[src/mmuPkg.sv]
`default_nettype none

package mmuPkg;

    localparam int paLen = 32;
    localparam int pageOffsetBits = 12;

    typedef logic [18:0] vppnT;     // va[31:13]
    typedef logic [19:0] ppnT;
    typedef logic [9:0] asidT;
    typedef logic [1:0] plvT;
    typedef logic [1:0] matT;

    // one 4 KiB half of a page pair
    typedef struct packed {
        ppnT ppn;
        plvT plv;
        matT mat;
        logic dirty;
        logic valid;
    } tlbPageT;

    typedef struct packed {
        vppnT vppn;
        asidT asid;
        logic isGlobal;
        tlbPageT page0;             // even page
        tlbPageT page1;             // odd page
    } tlbEntryT;

    typedef struct packed {
        matT datm;
        matT datf;
        logic pg;
        logic da;
        logic ie;
        plvT plv;
    } crmdT;

    typedef struct packed {
        logic [2:0] vseg;
        logic rsvd28;
        logic [2:0] pseg;
        logic [18:0] rsvd24to6;
        matT mat;
        logic plv3;
        logic [1:0] rsvd2to1;
        logic plv0;
    } dmwT;

endpackage

`default_nettype wire

[src/excPkg.sv]
`default_nettype none

package excPkg;

    typedef enum logic [1:0] {
        accFetch = 2'd0,
        accLoad  = 2'd1,
        accStore = 2'd2
    } accessT;

    // subtype numbers of the mmu instruction class
    typedef enum logic [4:0] {
        opSrch = 5'd1,
        opWr   = 5'd3
    } tlbOpT;

    typedef enum logic [5:0] {
        excPil  = 6'h01,
        excPis  = 6'h02,
        excPif  = 6'h03,
        excPme  = 6'h04,
        excPpi  = 6'h07,
        excAde  = 6'h08,
        excTlbr = 6'h3f
    } excCodeT;

    typedef logic [8:0] excSubT;

    localparam excSubT subDefault = 9'd0;
    localparam excSubT subAdef    = 9'd0;
    localparam excSubT subAdem    = 9'd1;

    typedef struct packed {
        logic valid;
        excSubT sub;
        excCodeT code;
    } excArgT;

endpackage

`default_nettype wire

[src/tlbOpCtrl.sv]
`timescale 1ns/10ps
`default_nettype none

module tlbOpCtrl #(
    parameter int tlbIndexWidth = 4
) (
    input logic clk,
    input logic rst,
    input logic tlbOpValid,
    input excPkg::tlbOpT tlbOpKind,
    input logic [31:0] tlbIdx,
    input logic [31:0] tlbEhi,
    input logic [31:0] tlbElo0,
    input logic [31:0] tlbElo1,
    input mmuPkg::asidT asid,
    input logic srchHit,
    input logic [tlbIndexWidth-1:0] srchIndex,
    output logic wrEn,
    output logic [tlbIndexWidth-1:0] wrIndex,
    output logic wrExist,
    output mmuPkg::tlbEntryT wrEntry,
    output logic [31:0] tlbIdxOut
);

    logic srchEn;
    logic [31:0] idxNext;

    // elo: v, d, plv, mat, g, then ppn from bit 8
    function automatic mmuPkg::tlbPageT eloToPage(input logic [31:0] elo);
        mmuPkg::tlbPageT page;
        page.ppn = elo[mmuPkg::paLen-5:8];
        page.mat = elo[5:4];
        page.plv = elo[3:2];
        page.dirty = elo[1];
        page.valid = elo[0];
        return page;
    endfunction

    assign srchEn = tlbOpValid && tlbOpKind == excPkg::opSrch;
    assign wrEn = tlbOpValid && tlbOpKind == excPkg::opWr;

    assign wrIndex = tlbIdx[tlbIndexWidth-1:0];
    assign wrExist = ~tlbIdx[31];
    assign wrEntry.vppn = tlbEhi[31:13];
    assign wrEntry.asid = asid;
    assign wrEntry.isGlobal = tlbElo0[6] & tlbElo1[6];    // both halves must agree
    assign wrEntry.page0 = eloToPage(tlbElo0);
    assign wrEntry.page1 = eloToPage(tlbElo1);

    always_comb
    begin
        idxNext = tlbIdx;
        idxNext[31] = ~srchHit;         // NE
        if (srchHit)
            idxNext[tlbIndexWidth-1:0] = srchIndex;
    end

    always_ff @(posedge clk)
    begin
        if (rst)
            tlbIdxOut <= '0;
        else if (srchEn)
            tlbIdxOut <= idxNext;
    end

    opKindKnown: assert property (
        @(posedge clk) disable iff (rst)
        tlbOpValid |-> tlbOpKind inside {excPkg::opSrch, excPkg::opWr}
    );

endmodule

`default_nettype wire

[config.mk]
export PLATFORM = sky130hd
export DESIGN_NAME = tlbOpCtrl
export DESIGN_NICKNAME = d
export VERILOG_FILES = /design/src/mmuPkg.sv /design/src/excPkg.sv /design/src/tlbOpCtrl.sv
export SDC_FILE = /design/constraint.sdc
export NUM_CORES = 1
export LEC_CHECK = 0
export ABC_AREA = 1
export BUFFER_PORTS_ARGS = -buffer_cell sky130_fd_sc_hd__buf_2
export CAP_MARGIN = 20
export CELL_PAD_IN_SITES_DETAIL_PLACEMENT = 0
export CELL_PAD_IN_SITES_GLOBAL_PLACEMENT = 1
export CORE_MARGIN = 10
export CORE_UTILIZATION = 17
export DETAILED_ROUTE_END_ITERATION = 10
export GPL_ROUTABILITY_DRIVEN = 0
export PLACE_DENSITY_LB_ADDON = 0.3
export SLEW_MARGIN = 20
export SYNTH_ARGS = -nofsm -noshare
export SYNTH_HDL_FRONTEND = slang
export SYNTH_SLANG_ARGS = --single-unit
[constraint.sdc]
create_clock -name clk -period 1 [get_ports clk]
set_clock_uncertainty 0.2 [all_clocks]
set_input_delay 0.1 -clock clk [delete_from_list [all_inputs] [get_ports clk]]
set_output_delay 0.1 -clock clk [all_outputs]
set_load 0.02 [all_outputs]
==> metrics <==
initial core utilization=0.1727; most frequent cells in the layout=nor2_1, nand2_1, buf_6; fmax=946.5 MHz; Data arrival, critical path=~760 ps; cell depth of the worst setup path=1; vias in the first global route=between 1500 and 2000; switching power=872.4 uW; Slew Limit Fails=0; 1st-pass router iterations=4; Worst path top cell family by delay=flip-flops; Netlist cell types=14; DIE HEIGHT=between 100 and 150 um; R2R depth=3; first-pass GRT wire length=around 10 mm; P&R area growth vs syn=45.66%; Largest regs=tlbIdxOut x32; max-cap check violation count=0; DRC viols=0; Hold Slack=-17.80 ps; CTS root buffer=clkbuf_16; detailed placement HPWL=4.620 mm; most common library cell in the layout ignoring fill and taps=nor2_1; maximum VDD drop=around 540 uV; CP peak stage delay=approximately 360 ps; Reg with most FFs=tlbIdxOut; drt total wl=between 6 and 7 mm; Worst Slack Setup Final=-56.58 ps; nature of the critical path startpoint=flip-flop; CTS tree=done; Final Setup Violations=33; fin crit share=1.057; pin count of the biggest net entering global routing=33; clk_lat worst skew=between 200 and 300 ps; crit path to=tlbIdxOut[21]; Reg-to-Reg Start=tlbIdxOut[15]; Cells after Synth=321; CP Launch Point=tlbIdxOut[21]; non-filler instance count after layout=511; critical path required time=around 700 ps; maximum clock insertion buffer count=2; grt total ovfl=0; Synth warnings=0; Die X=132.8 um; RSZ-0062 raised after global routing=yes; max reg flops=32; WS Path Type=flip-flop to output pin; Core Area=around 0.013 sq mm; I/O pin cnt=~270; n_diodes=0; failing checks=negative hold slack, negative setup slack; GRT Overall Usage=0.06948; outcome=finished, violations left; setup TNS=-1149 ps; crit end category=output pin; Cell Area, Synth=0.002162 sq mm; initial antenna violation count=0; post-route ant nets=0; Die Area=0.01763 sq mm; fin crit period=~1100 ps; pwr dens=about 1100 mW/mm^2; Min-Delay Path Class=input port to flip-flop; vias after detailed routing=about 1800; Seq cells post-synth=32; share of cells above drive strength 1=0.4926; register area share after synthesis=0.2963; slowest CP cell=dfxtp_2; Power Internal=between 2000 and 3000 uW; Via density=around 3.6; Port Buffers=between 80 and 90; Reg-to-Reg End=tlbIdxOut[15]; max_slew headroom=0.8761; Crit Path Max Fanout=2; Num CTS Buffers=5; Final Hold Fails=1; Net Sw Frac=0.2411; Clock Sinks=32; leakage=0.001491 uW; Mapped Avg Cell Area=6.735 sq um; CP Buf/Inv Count=1; wire length per cell=roughly 14 um; Site Rows=around 40; Synth Net Count=~470; H-tree depth=2; Initial DRC Count=29; Clock Power Share=0.490; Comb pwr share=0.149; Clock Pin Slew Worst Setup and Hold Paths=50 ps; worst reg-to-reg setup slack=approximately 120 ps; Layout Nets=489; worst-path cell chain=buf_6; Seq pwr share=0.362; DP Cell Count=just under 500; worst-margin pin slew=185.9 ps
-- worst min-delay path by stage --
stage | startpoint | endpoint | slack [ps] | cells after the start
2_1_floorplan | tlbIdx[31] | wrExist | 80 | 1
3_3_place_gp | tlbElo1[0] | wrEntry[0] | 0.1 | 0
3_5_place_dp | tlbElo1[0] | wrEntry[0] | 0.1 | 0
4_1_cts | tlbIdx[16] | tlbIdxOut[16] | -40 | 5
5_1_grt | tlbElo1[16] | wrEntry[14] | 0.03 | 0
6_report | tlbIdx[16] | tlbIdxOut[16] | -20 | 5
-- kinds of logic after synthesis --
family,synth area share
buffers and inverters,0.4155
DFF,0.2963
and+or+nand+nor,0.2882
-- cell type report --
| cell class | instances | area [sq um] |
|---|---|---|
| clock buffers | 6 | 128.9 |
| clock inverters | 2 | 35.03 |
| fillers | 1412 | 9368 |
| inverters | 41 | 153.9 |
| multi-input cells | 150 | 769.5 |
| flip-flops and latches | 32 | 680.7 |
| well taps | 172 | 215.2 |
| repair buffers | 108 | 1166 |
-- metrics by stage --
| step | area [sq um] | power, uW | hold slack [ps] | utilization | setup WS (ps) |
|---|---|---|---|---|---|
| 3_3_place_gp | 2228 | 1731 | 0.1367 | 0.1780 | -181.4 |
| 2_1_floorplan | 2167 | 2018 | 76.64 | - | 1.056 |
| 4_1_cts | 2913 | 3659 | -40.09 | 0.2327 | -87.77 |
| 5_1_grt | 3149 | 3804 | 0.02924 | 0.2516 | -84.46 |
| 6_report | 3149 | 3618 | -17.80 | 0.2516 | -56.58 |
| 3_5_place_dp | 2228 | 1733 | 0.1367 | 0.1780 | -213.4 |
-- metal layers --
metal | part of all wire | vias up | GRT usage
li1 | - | 901 | -
met1 | 0.43 | 802 | 0.07810
met2 | 0.47 | 95 | 0.1085
met3 | 0.083 | 23 | 0.03369
met4 | 0.019 | 0 | 0.03240
met5 | 0 | - | 0
-- power groups by stage --
stage	Clock, uW	Sequential [uW]	Combinational (uW)
after global placement	0	1330	403
final	1770	1310	539
after global routing	1890	1310	602
after detailed placement	0	1330	404
after CTS	1850	1310	507
after floorplan	0	1350	670
-- tightest hold or removal path, cell delays in order --
cell and delay (ps):
buf_2 80, inv_1 30, nand3_1 80, nand2_1 50, nor2_1 80
-- what timing repair did --
item | in CTS | in global routing
gates resized for setup | 99 | 48
cloned | 0 | 6
buffers inserted | 1 | 4
hold buffers | 26 | 0
pin swaps | 2 | 33
hold endpoints to repair | 27 | 0
endpoints found under the setup margin | 33 | 63
-- synthesized netlist by cell type, drive strengths merged --
| master | instances | area, sq um |
|---|---|---|
| buf | 98 | 744.5 |
| nor2 | 76 | 300.3 |
| inv | 41 | 153.9 |
| nand2 | 40 | 152.6 |
| nand3 | 33 | 165.2 |
| dfxtp | 32 | 640.6 |
| nor3 | 1 | 5.000 |
Power figures use the tool's default switching activity.
