--- src/mmuPkg.sv ---
`default_nettype none

package mmuPkg;

    localparam int paLen = 32;
    localparam int pageOffsetBits = 12;

    typedef logic [18:0] vppnT;     // va[31:13]
    typedef logic [19:0] ppnT;
    typedef logic [9:0] asidT;
    typedef logic [1:0] plvT;
    typedef logic [1:0] matT;

    // one 4 KiB half of a page pair
    typedef struct packed {
        ppnT ppn;
        plvT plv;
        matT mat;
        logic dirty;
        logic valid;
    } tlbPageT;

    typedef struct packed {
        vppnT vppn;
        asidT asid;
        logic isGlobal;
        tlbPageT page0;             // even page
        tlbPageT page1;             // odd page
    } tlbEntryT;

    typedef struct packed {
        matT datm;
        matT datf;
        logic pg;
        logic da;
        logic ie;
        plvT plv;
    } crmdT;

    typedef struct packed {
        logic [2:0] vseg;
        logic rsvd28;
        logic [2:0] pseg;
        logic [18:0] rsvd24to6;
        matT mat;
        logic plv3;
        logic [1:0] rsvd2to1;
        logic plv0;
    } dmwT;

endpackage

`default_nettype wire

--- src/tlbEntryIf.sv ---
`timescale 1ns/10ps
`default_nettype none

interface tlbEntryIf #(
    parameter int tlbIndexWidth = 4
);
    localparam int tlbEntries = 1 << tlbIndexWidth;

    logic [tlbEntries-1:0] exist;
    logic [tlbEntries-1:0] isGlobal;
    mmuPkg::asidT asid [tlbEntries];
    mmuPkg::vppnT vppn [tlbEntries];
    mmuPkg::tlbPageT page0 [tlbEntries];
    mmuPkg::tlbPageT page1 [tlbEntries];

    modport store (output exist, isGlobal, asid, vppn, page0, page1);
    modport lookup (input exist, isGlobal, asid, vppn, page0, page1);

endinterface

`default_nettype wire

--- src/tlbEntryStore.sv ---
`timescale 1ns/10ps
`default_nettype none

module tlbEntryStore #(
    parameter int tlbIndexWidth = 4
) (
    input logic clk,
    input logic rst,
    input logic wrEn,
    input logic [tlbIndexWidth-1:0] wrIndex,
    input logic wrExist,
    input mmuPkg::tlbEntryT wrEntry,
    tlbEntryIf.store entries
);

    // empty tlb out of reset
    always_ff @(posedge clk)
    begin
        if (rst)
            entries.exist <= '0;
        else if (wrEn)
            entries.exist[wrIndex] <= wrExist;   // NE inverted upstream
    end

    always_ff @(posedge clk)
    begin
        if (wrEn)
        begin
            entries.isGlobal[wrIndex] <= wrEntry.isGlobal;
            entries.asid[wrIndex] <= wrEntry.asid;
            entries.vppn[wrIndex] <= wrEntry.vppn;
            entries.page0[wrIndex] <= wrEntry.page0;
            entries.page1[wrIndex] <= wrEntry.page1;
        end
    end

    // index comes from tlbOpCtrl, must be clean on a write
    wrIndexKnown: assert property (
        @(posedge clk) disable iff (rst)
        wrEn |-> !$isunknown(wrIndex)
    );

endmodule

`default_nettype wire

--- src/flat_wrapper.sv ---
// flat-port wrapper written by rule: the top's interface ports become plain ports
module tlbEntryStore_flat 
#(
    parameter int tlbIndexWidth = 4
)
  (clk, rst, wrEn, wrIndex, wrExist, wrEntry, entries_exist, entries_isGlobal, entries_asid, entries_vppn, entries_page0, entries_page1);
  tlbEntryIf #(.tlbIndexWidth(tlbIndexWidth)) entries_i ();
  input logic clk;
  input logic rst;
  input logic wrEn;
  input logic [tlbIndexWidth-1:0] wrIndex;
  input logic wrExist;
  input mmuPkg::tlbEntryT wrEntry;
  output wire logic [$bits(entries_i.exist)-1:0] entries_exist;
  output wire logic [$bits(entries_i.isGlobal)-1:0] entries_isGlobal;
  output wire logic [$bits(entries_i.asid)-1:0] entries_asid;
  output wire logic [$bits(entries_i.vppn)-1:0] entries_vppn;
  output wire logic [$bits(entries_i.page0)-1:0] entries_page0;
  output wire logic [$bits(entries_i.page1)-1:0] entries_page1;
  assign entries_exist = entries_i.exist;
  assign entries_isGlobal = entries_i.isGlobal;
  assign entries_asid = {>>{entries_i.asid}};
  assign entries_vppn = {>>{entries_i.vppn}};
  assign entries_page0 = {>>{entries_i.page0}};
  assign entries_page1 = {>>{entries_i.page1}};
  tlbEntryStore #(.tlbIndexWidth(tlbIndexWidth)) u_core (.clk(clk), .rst(rst), .wrEn(wrEn), .wrIndex(wrIndex), .wrExist(wrExist), .wrEntry(wrEntry), .entries(entries_i));
endmodule
--- config.mk ---
export PLATFORM = sky130hd
export DESIGN_NAME = tlbEntryStore_flat
export DESIGN_NICKNAME = d
export VERILOG_FILES = /design/src/mmuPkg.sv /design/src/tlbEntryIf.sv /design/src/tlbEntryStore.sv /design/src/flat_wrapper.sv
export SDC_FILE = /design/constraint.sdc
export NUM_CORES = 1
export LEC_CHECK = 0
export BUFFER_PORTS_ARGS = -buffer_cell sky130_fd_sc_hd__buf_2
export CAP_MARGIN = 10
export CORE_AREA = 4 4 554 556
export DETAILED_ROUTE_END_ITERATION = 10
export DIE_AREA = 0 0 558 560
export REMOVE_ABC_BUFFERS = 1
export SLEW_MARGIN = 30
export SYNTH_ARGS = -nofsm -noshare
export SYNTH_HDL_FRONTEND = slang
export SYNTH_SLANG_ARGS = --single-unit
--- constraint.sdc ---
create_clock -name clk -period 10.6 [get_ports clk]
set_clock_uncertainty 0.2 [all_clocks]
set_input_delay 1.06 -clock clk [delete_from_list [all_inputs] [get_ports clk]]
set_output_delay 1.06 -clock clk [all_outputs]
set_load 0.02 [all_outputs]
==> impl_metrics.tcl <==
set metrics [dict create \
    post_cts_resized 0 \
    crit_start "wrIndex[2]" \
    crit_type "input pin to flop" \
    cpMaxStageDelayCell "buf_4" \
    cp_cell_sequence "buf_2 -> nand3_1 -> nor2_4 -> buf_4 -> buf_4" \
    start_util 0.133 \
    synth_cell_types 16 \
    powerDensity_mw_per_mm2 194 \
    cpMostUsedCell "buf_4" \
    hold-worst-slack_ps 272 \
    synthAdderAreaFrac 0 \
    cts_root_buf "clkbuf_16" \
    synth_xor_area_frac 0 \
    grt_max_degree 51 \
    r2r_slack_ps 9560 \
    rows 202 \
    gr-total-overflow 0 \
    synth-seq-area-share 0.988 \
    cts_tree "yes" \
    synth-simple-area-share 0.00704 \
    synth_compound_area_frac 0 \
    tightest_slew_ps 936 \
    crit_family "buffers and inverters" \
    final_util 0.190 \
    grt_pass1_wl_um 192000 \
    syn_to_final_growth_pct 42.4 \
    holdBufCountCts 0 \
    setup_viol 0 \
    antenna_found_initial 26 \
    path_max_fanout 31 \
    nNetsFinal 3083 \
    io_pins 1418 \
    drt_iter0_drc 2322 \
    ys_ff_latch 1328 \
    maxCapViolations 0 \
    synthMuxAreaShare 0.00398 \
    slew_headroom 0.376 \
    status "finished clean" \
    setup_tns_ps 0 \
    cts.clk_slew.worst_paths_ps 60 \
    cts.path.max_buffers 4 \
    p_leak_nw 20.1 \
    drive_above_1_share 0.540 \
    wl_per_cell_um 20.8 \
    postRouteAntennaNets 0 \
    ys_warn_count 0 \
    critPathBufInv 3 \
    r2r_start "u_core.entries.exist[8]" \
    netlist_instances 1394 \
    first_global_vias 22300 \
    cts-buffers-inserted 141 \
    arrival_ps 3290 \
    die_area_mm2 0.312 \
    die_y_um 560 \
    hpwl_um 107000 \
    holdCritPathClass "flop to flop" \
    die_x_um 558 \
    critPathCaptureType "flop" \
    core_region_area_mm2 0.302 \
    crit_path_max_incr_delay_ps 590 \
    slew_violations 0 \
    gp_congestion 0.751 \
    fin_crit_ps 3110 \
    grt_usage 0.0880 \
    crit_path_start_kind "input pin" \
    cts_setup_buffers 0 \
    rsz0062_at_grt "false" \
    wirelength_um 148000 \
    htree_levels 4 \
    path_depth 5 \
    reg2reg_depth 2 \
    post_synth.cell_area_avg_um2 28.8 \
    crit_end "u_core.entries.asid[3]" \
    vias 22000 \
    drtPass1Iterations 7 \
    critPathRequiredTime_ps 10780 \
    min_period_over_period 0.293 \
    vdd_ir_drop_max_v 0.000155 \
    finalHoldViolCount 0 \
    vias_per_cell 3.11 \
    synth_top_family_by_area "simple AND/OR/NAND/NOR gates" \
    insertion_delay_ps 750 \
    clock-sinks 1328 \
    route.detailed.drc 0 \
    numPortBuffers 1417 \
    max_freq_mhz 322 \
    netlist_area_mm2 0.0402 \
    rr_endpoint "u_core.entries.exist[8]" \
]
-- metal layers --
metal / share of wire / GRT usage
met1: 0.38 / 0.103
met2: 0.47 / 0.147
met3: 0.11 / 0.0306
met4: 0.039 / 0.0342
met5: 0 / 0
-- cells by family (layout without fill, tap and decap cells) --
logic type,count (synthesis),after routing
buffers and inverters,7,1708
other,0,13
and+or+nand+nor,43,43
DFF,1328,1328
muxes,16,16
-- power by group --
group | internal (W) | total (W) | switching, W
sequential | 0.00588 | 0.00591 | 0.0000285
clock | 0.00274 | 0.00479 | 0.00205
combinational | 0.0000793 | 0.000428 | 0.000349
total | 0.00870 | 0.0111 | 0.00243
-- sequential cells by signal (all words and copies together) (netlist names) --
signal                   flops
u_core.entries.page0       416
u_core.entries.page1       416
u_core.entries.vppn        304
u_core.entries.asid        160
u_core.entries.exist        16
u_core.entries.isGlobal     16
-- cells in the mapped netlist, drive strengths merged --
cell type | instances | area (µm²)
buf | 3 | 15.0
clkbuf | 2 | 7.51
dfxtp | 16 | 320
edfxtp | 1312 | 39400
inv | 2 | 7.51
mux2i | 16 | 160
nand2 | 2 | 7.51
nand2b | 20 | 125
nand3 | 3 | 15.0
nand3b | 1 | 7.51
nand4b | 1 | 8.76
nor2 | 6 | 22.5
nor2b | 1 | 6.26
nor3 | 7 | 65.1
nor4 | 2 | 25.0
-- worst min-delay path by stage --
stage | from | to | slack (ps) | depth (start not counted)
2_1_floorplan | u_core.entries.exist[0] | u_core.entries.exist[0] | 350 | 2
4_1_cts | u_core.entries.exist[7] | u_core.entries.exist[7] | 270 | 2
3_5_place_dp | u_core.entries.exist[7] | u_core.entries.exist[7] | 260 | 2
5_1_grt | u_core.entries.exist[14] | u_core.entries.exist[14] | 300 | 2
6_report | u_core.entries.exist[14] | u_core.entries.exist[14] | 270 | 2
3_3_place_gp | u_core.entries.exist[10] | u_core.entries.exist[10] | 260 | 2
-- tightest hold or removal path: cells and delay by family, from the launching register on --
kind	cells	cell delay (ps)
flops	1	300
mux	1	60
simple gates	1	60
-- cells in the final DEF (no fill, tap or decap), types with 4 or more instances in the layout --
cell and count:
edfxtp_1 1312, clkinv_8 5, buf_2 1417, dfxtp_1 16, diode_2 13, nor3_4 6
clkinv_2 11, mux2i_1 16, inv_8 4, clkinvlp_4 9, inv_6 6, nor2_4 5
bufinv_16 9, buf_4 40, clkbuf_8 4, clkbuf_16 142, nand2b_1 19, clkinv_1 23
clkbuf_1 28
-- layout make-up --
cell class / instances / area [µm²]
Multi-Input combinational cell: 59 / 543
Antenna cell: 13 / 32.5
Clock inverter: 71 / 747
Clock buffer: 174 / 3710
Fill cell: 32000 / 245000
Timing Repair Buffer: 1461 / 7490
Tap cell: 3978 / 4980
Sequential cell: 1328 / 39700
Inverter: 2 / 17.5
-- metrics by stage --
stage / setup WS (ps) / std cells / instance area, µm² / total power (W)
6_report: 7490 / 7086 / 57200 / 0.0111
5_1_grt: 7430 / 7074 / 57200 / 0.0115
4_1_cts: 7350 / 7072 / 57200 / 0.0113
3_5_place_dp: 6630 / 6827 / 52700 / 0.00645
3_3_place_gp: 5920 / 6824 / 52600 / 0.00645
2_1_floorplan: 2880 / 1389 / 40200 / 0.00617
Power figures use the tool's default switching activity.
