`src/mmuPkg.sv`:
```
`default_nettype none

package mmuPkg;

    localparam int paLen = 32;
    localparam int pageOffsetBits = 12;

    typedef logic [18:0] vppnT;     // va[31:13]
    typedef logic [19:0] ppnT;
    typedef logic [9:0] asidT;
    typedef logic [1:0] plvT;
    typedef logic [1:0] matT;

    // one 4 KiB half of a page pair
    typedef struct packed {
        ppnT ppn;
        plvT plv;
        matT mat;
        logic dirty;
        logic valid;
    } tlbPageT;

    typedef struct packed {
        vppnT vppn;
        asidT asid;
        logic isGlobal;
        tlbPageT page0;             // even page
        tlbPageT page1;             // odd page
    } tlbEntryT;

    typedef struct packed {
        matT datm;
        matT datf;
        logic pg;
        logic da;
        logic ie;
        plvT plv;
    } crmdT;

    typedef struct packed {
        logic [2:0] vseg;
        logic rsvd28;
        logic [2:0] pseg;
        logic [18:0] rsvd24to6;
        matT mat;
        logic plv3;
        logic [1:0] rsvd2to1;
        logic plv0;
    } dmwT;

endpackage

`default_nettype wire

```
`src/excPkg.sv`:
```
`default_nettype none

package excPkg;

    typedef enum logic [1:0] {
        accFetch = 2'd0,
        accLoad  = 2'd1,
        accStore = 2'd2
    } accessT;

    // subtype numbers of the mmu instruction class
    typedef enum logic [4:0] {
        opSrch = 5'd1,
        opWr   = 5'd3
    } tlbOpT;

    typedef enum logic [5:0] {
        excPil  = 6'h01,
        excPis  = 6'h02,
        excPif  = 6'h03,
        excPme  = 6'h04,
        excPpi  = 6'h07,
        excAde  = 6'h08,
        excTlbr = 6'h3f
    } excCodeT;

    typedef logic [8:0] excSubT;

    localparam excSubT subDefault = 9'd0;
    localparam excSubT subAdef    = 9'd0;
    localparam excSubT subAdem    = 9'd1;

    typedef struct packed {
        logic valid;
        excSubT sub;
        excCodeT code;
    } excArgT;

endpackage

`default_nettype wire

```
`src/tlbEntryIf.sv`:
```
`timescale 1ns/10ps
`default_nettype none

interface tlbEntryIf #(
    parameter int tlbIndexWidth = 4
);
    localparam int tlbEntries = 1 << tlbIndexWidth;

    logic [tlbEntries-1:0] exist;
    logic [tlbEntries-1:0] isGlobal;
    mmuPkg::asidT asid [tlbEntries];
    mmuPkg::vppnT vppn [tlbEntries];
    mmuPkg::tlbPageT page0 [tlbEntries];
    mmuPkg::tlbPageT page1 [tlbEntries];

    modport store (output exist, isGlobal, asid, vppn, page0, page1);
    modport lookup (input exist, isGlobal, asid, vppn, page0, page1);

endinterface

`default_nettype wire

```
`src/addrTranslate.sv`:
```
`timescale 1ns/10ps
`default_nettype none

module addrTranslate #(
    parameter int tlbIndexWidth = 4
) (
    input logic clk,
    input logic rst,
    input logic stall,
    input logic flush,
    input logic vaValid,
    input logic [31:0] va,
    input excPkg::accessT access,
    input mmuPkg::crmdT crmd,
    input mmuPkg::dmwT dmw0,
    input mmuPkg::dmwT dmw1,
    tlbEntryIf.lookup entries,
    input logic hit,
    input logic [tlbIndexWidth-1:0] hitIndex,
    output logic paValid,
    output logic [mmuPkg::paLen-1:0] pa,
    output mmuPkg::matT memType,
    output excPkg::excArgT excArg
);

    mmuPkg::tlbPageT page;
    logic [mmuPkg::paLen-1:0] paNext;
    mmuPkg::matT memTypeNext;
    excPkg::excArgT excNext;
    logic excRaised;

    function automatic logic windowHit(input mmuPkg::dmwT dmw, input mmuPkg::plvT plv,
                                       input logic [2:0] seg);
        return ((dmw.plv0 && plv == 2'd0) || (dmw.plv3 && plv == 2'd3)) && dmw.vseg == seg;
    endfunction

    function automatic excPkg::excArgT makeExc(input logic valid, input excPkg::excSubT sub,
                                               input excPkg::excCodeT code);
        excPkg::excArgT arg;
        arg.valid = valid;
        arg.sub = sub;
        arg.code = code;
        return arg;
    endfunction

    // va bit 12 picks the odd page of the pair
    assign page = va[mmuPkg::pageOffsetBits] ? entries.page1[hitIndex]
                                             : entries.page0[hitIndex];

    always_comb
    begin
        paNext = {page.ppn, va[mmuPkg::pageOffsetBits-1:0]};
        memTypeNext = page.mat;
        excNext = '0;
        excRaised = 1'b1;
        if (crmd.da && !crmd.pg)
        begin
            paNext = va;
            memTypeNext = (access == excPkg::accFetch) ? crmd.datf : crmd.datm;
            excRaised = 1'b0;
        end
        else if (windowHit(dmw0, crmd.plv, va[31:29]))
        begin
            paNext = {dmw0.pseg, va[28:0]};
            memTypeNext = dmw0.mat;
            excRaised = 1'b0;
        end
        else if (windowHit(dmw1, crmd.plv, va[31:29]))
        begin
            paNext = {dmw1.pseg, va[28:0]};
            memTypeNext = dmw1.mat;
            excRaised = 1'b0;
        end
        else if (crmd.plv != 2'd0 && va[31])
        begin
            if (access == excPkg::accFetch)
                excNext = makeExc(vaValid, excPkg::subAdef, excPkg::excAde);
            else
                excNext = makeExc(vaValid, excPkg::subAdem, excPkg::excAde);
        end
        else if (!hit)
            excNext = makeExc(vaValid, excPkg::subDefault, excPkg::excTlbr);
        else if (!page.valid)
        begin
            case (access)
                excPkg::accFetch: excNext = makeExc(vaValid, excPkg::subDefault, excPkg::excPif);
                excPkg::accStore: excNext = makeExc(vaValid, excPkg::subDefault, excPkg::excPis);
                default:          excNext = makeExc(vaValid, excPkg::subDefault, excPkg::excPil);
            endcase
        end
        else if (crmd.plv > page.plv)
            excNext = makeExc(vaValid, excPkg::subDefault, excPkg::excPpi);
        else if (access == excPkg::accStore && !page.dirty)
            excNext = makeExc(vaValid, excPkg::subDefault, excPkg::excPme);
        else
            excRaised = 1'b0;           // clean tlb hit
    end

    // flush beats stall
    always_ff @(posedge clk)
    begin
        if (rst || flush)
        begin
            paValid <= 1'b0;
            pa <= '0;
            memType <= '0;
            excArg <= '0;
        end
        else if (!stall)
        begin
            paValid <= vaValid && !excRaised;
            pa <= paNext;
            memType <= memTypeNext;
            excArg <= excNext;
        end
    end

    paExcExclusive: assert property (
        @(posedge clk) disable iff (rst)
        !(paValid && excArg.valid)
    );

endmodule

`default_nettype wire

```
`src/flat_wrapper.sv`:
```
// flat-port wrapper written by rule: the top's interface ports become plain ports
module addrTranslate_flat 
#(
    parameter int tlbIndexWidth = 4
)
  (clk, rst, stall, flush, vaValid, va, access, crmd, dmw0, dmw1, hit, hitIndex, paValid, pa, memType, excArg, entries_exist, entries_isGlobal, entries_asid, entries_vppn, entries_page0, entries_page1);
  tlbEntryIf #(.tlbIndexWidth(tlbIndexWidth)) entries_i ();
  input logic clk;
  input logic rst;
  input logic stall;
  input logic flush;
  input logic vaValid;
  input logic [31:0] va;
  input excPkg::accessT access;
  input mmuPkg::crmdT crmd;
  input mmuPkg::dmwT dmw0;
  input mmuPkg::dmwT dmw1;
  input logic hit;
  input logic [tlbIndexWidth-1:0] hitIndex;
  output logic paValid;
  output logic [mmuPkg::paLen-1:0] pa;
  output mmuPkg::matT memType;
  output excPkg::excArgT excArg;
  input wire logic [$bits(entries_i.exist)-1:0] entries_exist;
  input wire logic [$bits(entries_i.isGlobal)-1:0] entries_isGlobal;
  input wire logic [$bits(entries_i.asid)-1:0] entries_asid;
  input wire logic [$bits(entries_i.vppn)-1:0] entries_vppn;
  input wire logic [$bits(entries_i.page0)-1:0] entries_page0;
  input wire logic [$bits(entries_i.page1)-1:0] entries_page1;
  assign entries_i.exist = entries_exist;
  assign entries_i.isGlobal = entries_isGlobal;
  assign entries_i.asid = {>>{entries_asid}};
  assign entries_i.vppn = {>>{entries_vppn}};
  assign entries_i.page0 = {>>{entries_page0}};
  assign entries_i.page1 = {>>{entries_page1}};
  addrTranslate #(.tlbIndexWidth(tlbIndexWidth)) u_core (.clk(clk), .rst(rst), .stall(stall), .flush(flush), .vaValid(vaValid), .va(va), .access(access), .crmd(crmd), .dmw0(dmw0), .dmw1(dmw1), .entries(entries_i), .hit(hit), .hitIndex(hitIndex), .paValid(paValid), .pa(pa), .memType(memType), .excArg(excArg));
endmodule
```
`config.mk`:
```
export PLATFORM = sky130hd
export DESIGN_NAME = addrTranslate_flat
export DESIGN_NICKNAME = d
export VERILOG_FILES = /design/src/mmuPkg.sv /design/src/excPkg.sv /design/src/tlbEntryIf.sv /design/src/addrTranslate.sv /design/src/flat_wrapper.sv
export SDC_FILE = /design/constraint.sdc
export NUM_CORES = 1
export LEC_CHECK = 0
export BUFFER_PORTS_ARGS = -buffer_cell sky130_fd_sc_hd__buf_2
export CORE_AREA = 5 5 572 574
export DETAILED_ROUTE_END_ITERATION = 10
export DIE_AREA = 0 0 577 579
export PLACE_DENSITY = 0.3
export RECOVER_POWER = 100
export SETUP_SLACK_MARGIN = 0.4
export SLEW_MARGIN = 10
export SYNTH_ARGS = -nofsm -noshare
export SYNTH_HDL_FRONTEND = slang
export SYNTH_SLANG_ARGS = --single-unit
```
`constraint.sdc`:
```
create_clock -name clk -period 11.6 [get_ports clk]
set_input_delay 2.32 -clock clk [delete_from_list [all_inputs] [get_ports clk]]
set_output_delay 2.32 -clock clk [all_outputs]
set_load 0.02 [all_outputs]
```
==> impl_summary.log <==
[metrics] endpoint of the worst-slack reg-to-reg timing path: u_core.excArg[4]
[metrics] result of the run: finished, violations left
[metrics] TritonCTS clock tree: yes
[metrics] half-perimeter wire length after detailed placement: 138000 µm
[metrics] # DRC: 0
[metrics] most common cell after layout, fill and taps aside: buf_2
[metrics] cell repeated most along the worst path: mux4_2
[metrics] global-route wire length before repair: 171000 µm
[metrics] via count of the first global-routing pass: 12371
[metrics] Setup Skew: 0 ns
[metrics] Via-to-Cell Ratio: 1.96
[metrics] Cells on Worst Hold Path: 2
[metrics] number of cell instances on the worst register-to-register path: 2
[metrics] count of maximum capacitance violations: 4
[metrics] drt initial violations: approximately 500
[metrics] post-route minimum period: about 8.4 ns
[metrics] final setup slack of the worst path: 3.18 ns
[metrics] vertical die dimension: between 500 and 600 µm
[metrics] # IOs: between 1000 and 1500
[metrics] synthesized-area fraction occupied by ao, oa, aoi and oai cells: 8.45%
[metrics] maximum number of buffers from clock root to sink: 2
[metrics] placement-stage worst setup slack: 4.59 ns
[metrics] overall die area: 334000 µm²
[metrics] Async SR Flop Fraction: 0%
[metrics] Critical path buffers and inverters: 2
[metrics] number of hold violations in the final report: 0
[metrics] netlist area before placement: 8800 µm²
[metrics] count of final setup violators: 0
[metrics] Clock Root Buffer: clkbuf_16
[metrics] kind of capture point of the worst setup path: register
[metrics] Detailed Routing Iterations Pass 1: 4
[metrics] clock transition at the registers of the reported paths: around 0.070 ns
[metrics] DIE WIDTH: 577 µm
[metrics] min-delay src: u_core.pa[14]
[metrics] Core ar.: 322000 µm²
[metrics] global-route met2 utilization: 13.0%
[metrics] antenna-violating nets left: 0
[metrics] signed area change from the synthesized netlist to the final layout: 116%
[metrics] maximum resistive drop on vdd: about 0.044 mV
[metrics] simple-gate area share of the yosys netlist: 6.22%
[metrics] leading cell types by total area after synthesis: mux4_2, dfxtp_1, mux2i_1
[metrics] total number of placement rows: ~210
[metrics] post-DR wirelength/cell: 24.5 µm
[metrics] LEAKAGE: between 6 and 7 nW
[metrics] CP Launch Type: input pin
[metrics] post-synth top area share: 61.2%
[metrics] Crit-path slowest cell: clkbuf_1
[metrics] Synth Area in Adders: 0.284%
[metrics] largest family of logic cells by synthesized area: multiplexers
[metrics] final clock period utilization by the worst path: 72.6%
[metrics] worst hold path type: register to register
[metrics] initial antenna violation count: 210
[metrics] # hold bufs at CTS: 0
[metrics] Critical Path, Cell by Cell: buf_8 -> clkbuf_1 -> mux4_2 -> mux4_2 -> mux2i_1 -> ha_1 -> nor2b_1 -> a2bb2oi_1 -> a21oi_1 -> o31ai_1 -> a2111o_1 -> a41o_1
[metrics] GRT overflow: 0
[metrics] Port Buffers: between 900 and 1000
[metrics] slowest stage delay, CP: 2.37 ns
[metrics] mux cell area share after synthesis: about 70%
[metrics] worst-margin pin slew: ~3.4 ns
[metrics] count of flip-flops with a built-in enable after synthesis: 0
[metrics] final wirelength: 147000 µm
[metrics] mean post-synth cell area: approximately 13 µm²
[metrics] maximum number of pins on one net before global-route repair: 90
[metrics] hold path endpoint: u_core.pa[14]
[metrics] number of standard cells after synthesis: 680
[metrics] insertion delay of the later-clocked pin in the worst-skew pair: 0.32 ns
[metrics] accumulated negative setup slack: 0 ns
[metrics] number of setup buffers added after CTS: 0
[metrics] post-place instance area: ~19000 µm²
[metrics] leading cell types in the layout, fill and taps excluded: buf_2, mux4_2, mux2i_1, nand2_1, clkbuf_1
[metrics] number of H-tree levels: 2
[metrics] XOR/XNOR Fraction of Synth Area: less than 1%
[metrics] Max Transition Viols Final: 163
[metrics] PostCTS Resize Cnt: 0
[metrics] met3 layer usage reported by global route: under 10%
[metrics] finished layout cell area: 19000 µm²
[metrics] GRT busiest layer: met2
[metrics] primary flip-flop cell chosen by synthesis mapping: dfxtp_1
[metrics] failing checks: capacitance limit, slew limit
[metrics] fin nets: 3019
[metrics] startpoint of the worst register-to-register path: u_core.excArg[4]
[metrics] overall via count from detail_route: about 12000
[metrics] Num Clock Sinks: 42
[metrics] number of buffers created by CTS: 5
[metrics] Filler Cell Count: 38310
[metrics] share of post-route cells with drive strength above 1: 74.9%
[metrics] last weighted congestion value of the routability-driven placer: 0.911
[metrics] R2R setup slack: 10.54 ns
[metrics] relative slew slack: -128%
[metrics] distinct cell type count of the synthesized netlist: 52
[metrics] maximum clock frequency: 0.119 GHz
[metrics] required time reported for the critical path endpoint: ~12 ns
[metrics] cell type with the largest total area after synthesis: mux4_2
[metrics] share of the yosys chip area belonging to registers: 9.56%
[metrics] #FFs+latches synth: 42
[metrics] GRT Resource Usage Total: 8.38%
[metrics] largest fanout of any net on the critical path: 33
[metrics] GR Util met1: approximately a tenth
[metrics] largest delay contributor family on the critical path: buffers and inverters
[metrics] Starting Density: 2.73%
[metrics] kind of critical path: input pin to register
[metrics] Crit path arrival time: 8.63 ns
[metrics] total power density per cell area: roughly 53 nW/µm²
[metrics] Yosys warnings: 0
[metrics] setup repair after global routing missed its margin: no
[cell families (layout without fill, tap and decap cells)]
family | after synthesis | in the layout
other cells | 1 | 97
xor+xnor | 6 | 6
mux | 300 | 300
fa+ha+maj | 2 | 2
simple gates | 123 | 123
buf+inv | 98 | 984
compound gates | 108 | 108
flops | 42 | 42
[worst register-to-register path, delay by kind of cell (launching register included)]
kind             cells  cell delay (ns)
AO/OA/AOI/OAI        1             0.17
AND/OR/NAND/NOR      1             0.18
flip-flops           1             0.64
[sequential cells by signal, summed over array words and instances (netlist names)]
register,flops
u_core.excArg,7
u_core.memType,2
u_core.pa,32
u_core.paValid,1
[per-stage QoR]
stage / hold WS [ns] / instances / utilization (%) / power, mW
after floorplan: 0.530 / 687 / - / 0.437
after detailed placement: 0.442 / 5890 / 5.78 / 0.886
after global placement: 0.444 / 5890 / 5.78 / 0.880
after global routing: 0.482 / 5958 / 5.86 / 1.09
after CTS: 0.450 / 5898 / 5.84 / 1.07
final: 0.452 / 5987 / 5.88 / 1.01
[cells in the mapped netlist (all sizes together) (3+ instances only)]
cell type	count
nor2b	5
clkbuf	25
a2111o	3
nand2b	9
inv	7
buf	65
a31oi	3
a21oi	35
a22oi	3
mux2i	56
o211ai	17
mux4	239
xnor2	6
nand2	56
nor2	30
o2111ai	4
o22ai	6
nand3	5
nor3	4
mux2	5
dfxtp	42
nor4	3
o21ai	10
a211oi	4
and3	7
[per-layer routing]
metal  part of all wire (%)  vias to the layer above
met4                    4.1                       58
met2                     43                      953
met3                     11                      307
li1                       -                     4848
met5                   0.26                        -
met1                     42                     5564
[report_power, final]
| group | internal [mW] | switching [mW] |
|---|---|---|
| Sequential | 0.150 | 0.00363 |
| Clock | 0.102 | 0.0718 |
| Combinational | 0.297 | 0.385 |
| Total | 0.549 | 0.461 |
[worst max path at each step]
stage,from,endpoint,slack [ns],depth (start not counted)
final,hitIndex[0],u_core.excArg[15],3.18,12
after global routing,hitIndex[0],u_core.excArg[15],2.61,12
after CTS,hitIndex[0],u_core.excArg[15],4.95,12
after detailed placement,hitIndex[0],u_core.excArg[15],4.59,12
after global placement,hitIndex[0],u_core.excArg[15],4.61,12
after floorplan,hitIndex[0],u_core.excArg[15],6.11,14
[layout make-up]
type / instances / area [µm²] / share of cell area, %
multi-input combinational: 547 / 7400 / 39.0
inverter: 8 / 32.5 / 0.172
timing repair buffer: 968 / 4880 / 25.8
antenna: 89 / 223 / 1.17
sequential: 42 / 841 / 4.44
clock buffer: 6 / 129 / 0.680
tap: 4325 / 5410 / 28.5
clock inverter: 2 / 37.5 / 0.198
(Power assumes the default switching activity.)
